[config.mk]
export PLATFORM = sky130hd
export DESIGN_NAME = sample_pacer
export DESIGN_NICKNAME = d
export VERILOG_FILES = /design/src/hdl/audio_pkg.sv /design/src/hdl/sample_pacer.sv
export SDC_FILE = /design/constraint.sdc
export NUM_CORES = 1
export LEC_CHECK = 0
export BUFFER_PORTS_ARGS = -buffer_cell sky130_fd_sc_hd__buf_4
export CORE_UTILIZATION = 50
export DETAILED_ROUTE_END_ITERATION = 6
export GPL_TIMING_DRIVEN = 0
export HOLD_SLACK_MARGIN = 0.05
export PLACE_DENSITY = 0.81
export SKIP_CTS_REPAIR_TIMING = 1
export SLEW_MARGIN = 20
export SYNTH_ARGS = -nofsm -noshare
export SYNTH_HDL_FRONTEND = slang
export SYNTH_SLANG_ARGS = --single-unit
[constraint.sdc]
create_clock -name i_clock -period 2.89 [get_ports i_clock]
set_input_delay 0.7225 -clock i_clock [delete_from_list [all_inputs] [get_ports i_clock]]
set_output_delay 0.7225 -clock i_clock [all_outputs]
set_load 0.1 [all_outputs]
[src/hdl/audio_pkg.sv]
package audio_pkg;

	// One channel sample
	localparam int SAMPLE_W = 16;

	// Stereo frame, left sample in the upper half
	localparam int FRAME_W = 2 * SAMPLE_W;

	// Output period counter
	localparam int RELOAD_W = 32;

	// A reload of zero outputs one frame per cycle
	// A reload of N spaces the strobes N + 1 cycles apart

endpackage

[src/hdl/sample_pacer.sv]
`timescale 1ns/1ps

module sample_pacer (
	input  logic i_clock,
	input  logic i_reset,

	input  logic [audio_pkg::RELOAD_W-1:0] i_reload,

	// Queue side
	input  logic i_queue_empty,
	output logic o_queue_read,
	input  logic [audio_pkg::FRAME_W-1:0] i_frame,

	// DAC side
	output logic [audio_pkg::SAMPLE_W-1:0] o_sample_left,
	output logic [audio_pkg::SAMPLE_W-1:0] o_sample_right,
	output logic o_sample_strobe
);
	logic [audio_pkg::RELOAD_W-1:0] busy_count;
	logic busy;
	logic read_pending; // Queue output valid this cycle

	assign busy = (busy_count != '0);

	// Pop whenever the period has elapsed and a frame waits
	assign o_queue_read = !busy && !i_queue_empty;

	// Period countdown
	always_ff @(posedge i_clock) begin
		if (i_reset) begin
			busy_count <= '0;
		end else if (o_queue_read) begin
			busy_count <= i_reload; // Reload sampled at each pop
		end else if (busy) begin
			busy_count <= busy_count - 1'b1;
		end
	end

	// The queue read data lands one cycle after the pop
	always_ff @(posedge i_clock) begin
		if (i_reset) begin
			read_pending <= 1'b0;
		end else begin
			read_pending <= o_queue_read;
		end
	end

	// Output register and strobe
	always_ff @(posedge i_clock) begin
		if (i_reset) begin
			o_sample_left   <= '0;
			o_sample_right  <= '0;
			o_sample_strobe <= 1'b0;
		end else begin
			o_sample_strobe <= read_pending;
			if (read_pending) begin
				// Left channel in the upper half
				o_sample_left  <= i_frame[audio_pkg::FRAME_W-1 -: audio_pkg::SAMPLE_W];
				o_sample_right <= i_frame[audio_pkg::SAMPLE_W-1:0];
			end
		end
	end

endmodule
==> results.md <==
* Status: complete, but fails checks
* Failing checks: negative setup slack
* Register area share after synthesis at 44.0%
* Placed insts at 508
* DRT Pass-1 Iters at 4
* Synth Warn # at 0
* Clock buffer depth at 2
* Synthesized instance count at about 340
* Clock Power Share at approximately 17%
* RSZ-0062 raised after global routing: yes
* Post-synthesis area per instance at 8.90 um^2
* Layout cells sized above 1 at about 30%
* Post-synth top flop: dfxtp_1
* Slew @ Worst Pin at 0.675 ns
* Worst reg-to-reg setup slack at 0.09 ns
* Power share of the sequential group at approximately 29%
* Fill count at 433
* Syn Nets at 405
* Final Non-Filler Cells at 533
* Hold path cells at 2
* Reg clk slew, reported paths at approximately 0.07 ns
* Vias per cell at 5.72
* Die height at between 70 and 80 um
* Pwr Total at 4.62 mW
* Worst Setup End Kind: output pin
* # DRC at 0
* Port bufs at 99
* WL per Instance at around 16 um
* CTS tree: built
* Site Rows at 27
* Setup WS pre-CTS at -0.193 ns
* Via count at 3050
* Nets at 524
* ANT cells at 0
* Setup TNS at -0.240 ns
* Critical path arrival at 2.41 ns
* Leakage at 1.64 nW
* DP Area at 0.00385 mm^2
* Worst EP required at 2.17 ns
* H-tree depth at 3
* Worst-skew pair later-pin latency at about 0.35 ns
* Max-cap viol count at 0
* Unique masters post-synth at 43
* Final hold vios at 0
* Detailed placement HPWL at 5980 um
* Post-synth EDFFs at 0
* WL final at 8780 um
* Die area at 0.00631 mm^2
* Multi-input gate area in the final layout at 0.00160 mm^2
* R2r endpoint: busy_count[28]
* Mapped Area at 0.00300 mm^2
* P_int at 2.60 mW
* Pin count of the biggest net entering global routing at 12
* Clock sinks at 66
* Fin util at 73.5%
* Hold slack final at 0.496 ns
* CP max FO at 5
* Final period util at 108%
* Critical hold path startpoint: o_sample_right[12]
* Grt ovf at 0
* FFs w/ async S/R, synth at 0%
* Clk_skew at between 0.006 and 0.007 ns
* Commonest non-fill, non-tap cells in the layout: buf_4 (108), dfxtp_1 (65), nor2_1 (45)
* Sequential cell area at 0.00132 mm^2
* Peak VDD IR at 0.680 mV
* Vias in the first global route at 2974
* Crit Reg-Reg Startpoint: busy_count[19]
* Fmax achieved at 0.319 GHz
* CTS buffer count at 9
* Final instance area at 0.00415 mm^2
* Net Sw Power at 2.03 mW
* Post-DRT Antenna Nets at 0
* Total GRT Usage at 28.5%
* Worst-case reg-to-reg path depth at 7
* Post-layout min period at about 3.1 ns
* Critical path startpoint category: register
* Comb pwr share at 53.7%
* Horiz. Die Dim at slightly below 80 um
* Relative slew slack at approximately 55%
* Slew Viols, Final at 0
* Gpl congestion at 0.893
* Antenna violations before repair at 0
* Syn-to-layout area delta at 38.2%
* Initial Util at 53.2%
* Yosys reg bits at 66
* Final worst setup slack at -0.240 ns
* Worst hold endpoint: o_sample_right[12]
* Cell Pwr Density at 1120 mW/mm^2
* Final setup violation count at 1
* Initial DRC count at 200
* Critical setup path kind: register to output pin
* I/O pin count at 101
* Min-delay worst type: register to register
* First-pass GRT wire length at 13700 um
* Clk Tree Root Cell: clkbuf_8
* Commonest non-fill, non-tap cell in the layout: buf_4
* Sw Ratio at 43.8%
* Core area at between 0.005 and 0.006 mm^2
==> cells by family after synthesis <==
group	synth area share [%]
AOI/OAI and AO/OA	13.5
xor gates and xnor gates	3.50
adders and majority gates	0.417
buffers and inverters	3.50
DFF	44.0
muxes	11.0
and+or+nand+nor	24.1
==> critical path: stages (launching register included) <==
cell and delay [ns]:
dfxtp_2 0.33, or4_4 0.54, or4_4 0.53, nor4_4 0.28
buf_4 0.19, buf_12 0.18
==> power groups by stage <==
stage               Sequential (mW)  Clock, mW  Combinational, mW
floorplan                      1.47          0               1.59
global placement               1.33          0               2.19
detailed placement             1.34          0               2.24
CTS                            1.32      0.821               2.26
global route                   1.37      0.866               2.67
finish                         1.34      0.804               2.48
==> cell type report <==
class                   count  area share [%]
multi-input cells         245            38.7
flip-flops and latches     66            31.9
repair buffers            109            20.0
clock buffers              12            3.74
well taps                  72            2.17
plain buffers              20            1.81
clock inverters             4            1.21
inverters                   5           0.453
==> sequential cells by signal (all words and copies together) (netlist names) <==
signal           count
o_sample_strobe      1
o_sample_right      16
o_sample_left       16
read_pending         1
busy_count          32
==> how the worst max path moves through the flow <==
stage | start | end
5_1_grt | busy_count[19] | o_queue_read
3_3_place_gp | busy_count[7] | o_queue_read
3_5_place_dp | busy_count[7] | o_queue_read
6_report | busy_count[19] | o_queue_read
4_1_cts | busy_count[7] | o_queue_read
2_1_floorplan | busy_count[20] | o_queue_read
==> cells in the mapped netlist, types with 7 or more instances <==
master	n	area (um^2)
o21ai_0	7	35.0
or4_1	7	52.6
nand3_1	8	40.0
nor2_1	45	169
mux2i_1	33	330
xnor2_1	8	70.1
nand2_1	18	67.6
nor3_1	21	105
a211oi_1	13	97.6
clkbuf_1	20	75.1
dfxtp_1	66	1320
or3_1	10	62.6
a21oi_1	18	90.1
==> routing by layer <==
metal,global-route usage [%],part of all wire [%]
met5,0,0
met1,32.0,39
met4,11.5,2.1
met3,11.3,10
met2,47.9,49
Note: power is estimated with default switching activity, not from simulation.
