## src/hdl/audio_pkg.sv

```systemverilog
package audio_pkg;

	// One channel sample
	localparam int SAMPLE_W = 16;

	// Stereo frame, left sample in the upper half
	localparam int FRAME_W = 2 * SAMPLE_W;

	// Output period counter
	localparam int RELOAD_W = 32;

	// A reload of zero outputs one frame per cycle
	// A reload of N spaces the strobes N + 1 cycles apart

endpackage

```

## src/hdl/cpu_bus_pkg.sv

```systemverilog
package cpu_bus_pkg;

	// CPU register bus
	localparam int ADDR_W = 4;
	localparam int DATA_W = 32;

	// Register map
	// Write pushes a stereo frame, read returns the fill level
	localparam logic [ADDR_W-1:0] REG_QUEUE = 4'h0;

	// Output period in clock cycles
	localparam logic [ADDR_W-1:0] REG_RELOAD = 4'h1;

	// Every other address reads zero and ignores writes

endpackage

```

## src/hdl/audio_regs.sv

```systemverilog
`timescale 1ns/1ps

module audio_regs #(
	parameter int QUEUE_DEPTH = 4096,
	parameter int DEFAULT_RELOAD = 4536
)(
	input  logic i_clock,
	input  logic i_reset,

	// CPU side
	input  logic i_request,
	input  logic i_rw, // 1 = write
	input  logic [cpu_bus_pkg::ADDR_W-1:0] i_address,
	input  logic [cpu_bus_pkg::DATA_W-1:0] i_wdata,
	output logic [cpu_bus_pkg::DATA_W-1:0] o_rdata,
	output logic o_ready,

	// Queue side
	input  logic i_queue_full,
	input  logic [$clog2(QUEUE_DEPTH):0] i_queue_level,
	output logic o_queue_write,

	output logic [audio_pkg::RELOAD_W-1:0] o_reload,
	output logic o_interrupt
);
	localparam int LEVEL_W = $clog2(QUEUE_DEPTH) + 1;
	localparam logic [LEVEL_W-1:0] HALF_LEVEL = LEVEL_W'(QUEUE_DEPTH / 2);

	logic access_start;
	logic above_half;
	logic [1:0] half_history;

	// New access, not yet acknowledged
	assign access_start = i_request && !o_ready;

	// Handshake, queue push and reload register
	always_ff @(posedge i_clock) begin
		if (i_reset) begin
			o_ready       <= 1'b0;
			o_queue_write <= 1'b0;
			o_reload      <= audio_pkg::RELOAD_W'(DEFAULT_RELOAD);
		end else begin
			o_queue_write <= 1'b0; // Single cycle pulse
			if (access_start) begin
				if (i_rw) begin
					case (i_address)
						cpu_bus_pkg::REG_QUEUE: begin
							// Stall until there is room
							if (!i_queue_full) begin
								o_queue_write <= 1'b1;
								o_ready       <= 1'b1;
							end
						end
						cpu_bus_pkg::REG_RELOAD: begin
							o_reload <= i_wdata[audio_pkg::RELOAD_W-1:0];
							o_ready  <= 1'b1;
						end
						default: begin
							o_ready <= 1'b1; // Unmapped, no effect
						end
					endcase
				end else begin
					o_ready <= 1'b1; // Reads never stall
				end
			end else if (!i_request) begin
				o_ready <= 1'b0;
			end
		end
	end

	// Read data, sampled with the access that asks for it
	always_ff @(posedge i_clock) begin
		if (access_start && !i_rw) begin
			case (i_address)
				cpu_bus_pkg::REG_QUEUE:  o_rdata <= cpu_bus_pkg::DATA_W'(i_queue_level);
				cpu_bus_pkg::REG_RELOAD: o_rdata <= cpu_bus_pkg::DATA_W'(o_reload);
				default:                 o_rdata <= '0;
			endcase
		end
	end

	// Half-empty detection
	assign above_half = (i_queue_level > HALF_LEVEL);

	always_ff @(posedge i_clock) begin
		if (i_reset) begin
			half_history <= 2'b00;
		end else begin
			half_history <= {half_history[0], above_half};
		end
	end

	// Above last cycle, at or below now
	assign o_interrupt = (half_history == 2'b10);

endmodule

```

## config.mk

```make
export PLATFORM = sky130hd
export DESIGN_NAME = audio_regs
export DESIGN_NICKNAME = d
export VERILOG_FILES = /design/src/hdl/audio_pkg.sv /design/src/hdl/cpu_bus_pkg.sv /design/src/hdl/audio_regs.sv
export SDC_FILE = /design/constraint.sdc
export NUM_CORES = 1
export LEC_CHECK = 0
export BUFFER_PORTS_ARGS = -buffer_cell sky130_fd_sc_hd__buf_4
export CAP_MARGIN = 20
export CORE_UTILIZATION = 52
export CTS_BUF_LIST = sky130_fd_sc_hd__clkbuf_8
export CTS_CLUSTER_SIZE = 14
export DETAILED_ROUTE_END_ITERATION = 8
export GPL_ROUTABILITY_DRIVEN = 0
export GPL_TIMING_DRIVEN = 0
export PLACE_DENSITY = 0.85
export SYNTH_ARGS = -nofsm -noshare
export SYNTH_HDL_FRONTEND = slang
export SYNTH_SLANG_ARGS = --single-unit
```

## constraint.sdc

```tcl
create_clock -name i_clock -period 5.58 [get_ports i_clock]
set_input_delay 0.837 -clock i_clock [delete_from_list [all_inputs] [get_ports i_clock]]
set_output_delay 0.837 -clock i_clock [all_outputs]
set_load 0.03 [all_outputs]
```

==> results.yml <==
die:
  ios: 121
  coreArea_um2: 4850
  die_w_um: 73.9
  num_rows: 25
  die_y_um: 73.9
  dieArea_um2: 5460
  start_util_pct: 55.4
cts:
  cts.sinks: 68
  clock-root-buffer: "clkbuf_8"
  clk_pin_slew_ns: 0.07
  insertion_delay_ns: 0.33
  clock_path_buffers: 2
  postCtsHoldBufs: 0
  cts-htree-levels: 3
  cts_tree: "yes"
  cts_made_buffers: 9
  ctsResizeCount: 0
  post_cts_buffers: 0
worst_setup_path:
  arrival_ns: 2.12
  rr_endpoint: "o_rdata[16]"
  r2r_cells: 2
  r2r_start: "o_ready"
  path_cells: "buf_4 > nor4_2 > clkbuf_1 > a22o_1"
  max_stage_delay_ns: 0.52
  cp_data_required_time_ns: 5.77
  critical_path.startpoint_type: "primary input"
  crit_family: "buffers and inverters"
  critical_path_class: "primary input to flop"
  crit_path_end_kind: "flop"
  critPathBufInv: 2
  slowest_stage: "nor4_2"
  reg2reg_slack_ns: 3.97
  critical_path_peak_fanout: 10
power_and_ir_drop:
  p_leak_nw: 1.62
  power_uw: 959
  vdd.ir_drop.worst_uv: 264
  power_density_nw_per_um2: 251
routing:
  drt_iter0_drc: 165
  wl_met2_um: 3270
  wl_met3_um: 410
  wl_met1_um: 2660
  drc: 0
  antenna_left: 0
  vias_per_cell: 5.00
  vias: 2144
  wirelength_um: 6480
  wl_per_cell_um: 15.1
  dr.pass1.iters: 4
  top_layer: "met4"
global_routing:
  overflow: 0
  grt_use_total_pct: 25.0
  grt_pass1_vias: 2081
  grt_max_degree: 33
  grt_pass1_wl_um: 9810
  antenna_found_initial: 0
timing:
  finalSetupViolCount: 0
  setup_ws_ns: 3.65
  hold_viol_final: 0
  fmax_mhz: 519
  slew_headroom_pct: 41.2
  period_minus_slack_ns: 1.93
  post-route-period-util_pct: 34.6
  rsz0062_at_grt: "false"
  skew_ns: 0.00961
  hold_ws_ns: 0.462
  fin_tns_setup_ns: 0
  finalMaxSlewViolations: 0
  worst_pin_slew_ns: 0.879
synthesis:
  ys_warn_count: 0
  syn_nets: 282
  ys_ff_latch: 68
  yosysSeqAreaShare_pct: 62.6
  avgSynthCellArea_um2: 11.8
  syn-instance-count: 228
  synth_area_um2: 2690
  ys_types: 20
place:
  dp.cells: 414
  portBuffers: 119
  place_area_um2: 3670
  dp_hpwl_um: 4880
  pre_cts_slack_ns: 3.32
hold_path:
  holdPathStages: 1
  worstHoldPathType: "flop to flop"
  hp-start: "half_history[0]"
  hold_end: "half_history[1]"
status:
  status: "finished clean"
cells_and_area:
  final_area_um2: 3830
  final_cells: 429
  antenna_cells: 0
  area_growth_pct: 42.5
  nNetsFinal: 412
  layout-drive-gt1-share_pct: 37.8
  utilization_pct: 78.9
job:
  drv_cap: 0
[worst register-to-register path, cell delays in order, from the launching register on]
cell and delay [ns]:
dfxtp_1 0.34, nand2b_1 0.20, nor2_4 0.69
[state kept, by name, indices dropped and copies added, names as in the netlist]
register / flops
o_rdata: 32
o_queue_write: 1
o_ready: 1
half_history: 2
o_reload: 32
[where the power goes]
group	internal, mW	leakage [nW]	switching [mW]
logic	0.0447	0.919	0.0537
clock network	0.163	0.0985	0.163
registers	0.531	0.599	0.00378
total	0.739	1.62	0.220
[routing by layer]
metal / vias up / global-route usage [%]
met5: - / 0
met4: 0 / 12.2
met3: 12 / 6.04
met2: 81 / 41.6
met1: 1003 / 30.4
li1: 1048 / -
[logic make-up after synthesis]
kind of cell / share of synthesized area (%)
AO/OA/AOI/OAI: 4.94
buffers and inverters: 3.35
flip-flops: 62.6
multiplexers: 11.9
AND/OR/NAND/NOR: 17.1
[how the worst max path moves through the flow]
stage / startpoint / endpoint / slack [ns] / depth (start not counted)
finish: i_address[1] / o_rdata[1] / 3.65 / 4
global route: i_address[1] / o_reload[6] / 3.57 / 6
CTS: i_address[1] / o_rdata[1] / 3.66 / 4
detailed placement: i_address[1] / o_rdata[4] / 3.32 / 4
global placement: i_request / o_rdata[15] / 2.26 / 3
floorplan: i_request / o_rdata[0] / 2.90 / 2
[layout by cell type, fill, tap and decap left out]
cell	n
buf_4	120
nand2_1	53
dfxtp_1	36
mux2i_1	32
edfxtp_1	32
and2_1	19
a22o_1	13
nor2_1	13
clkbuf_1	11
clkbuf_8	10
inv_1	6
nor4_1	4
buf_6	3
nor2b_1	2
nor4_2	1
nor4b_4	1
nand2b_1	1
nor2_4	1
a311oi_1	1
inv_2	1
and4b_1	1
o311a_1	1
[cell type report]
cell class	instances	area [µm²]
clock inverters	5	18.8
clock buffers	10	138
well taps	67	83.8
repair buffers	119	893
fillers	313	1020
inverters	2	7.51
flip-flops and latches	68	1680
multi-input cells	143	921
plain buffers	15	82.6
[Yosys cell counts]
master	n	area [µm²]
nand2_1	53	199
dfxtp_1	36	721
edfxtp_1	32	961
mux2i_1	32	320
and2_1	19	119
nor2_1	14	52.6
a22o_1	13	114
clkbuf_1	11	41.3
nor4_1	4	25.0
buf_6	3	33.8
nor2b_1	2	12.5
a311oi_1	1	8.76
and4b_1	1	10.0
buf_4	1	7.51
inv_1	1	3.75
inv_2	1	3.75
nand2b_1	1	6.26
nor4_2	1	12.5
nor4b_4	1	23.8
o311a_1	1	10.0
No activity file was read; power rests on OpenSTA's default activity.
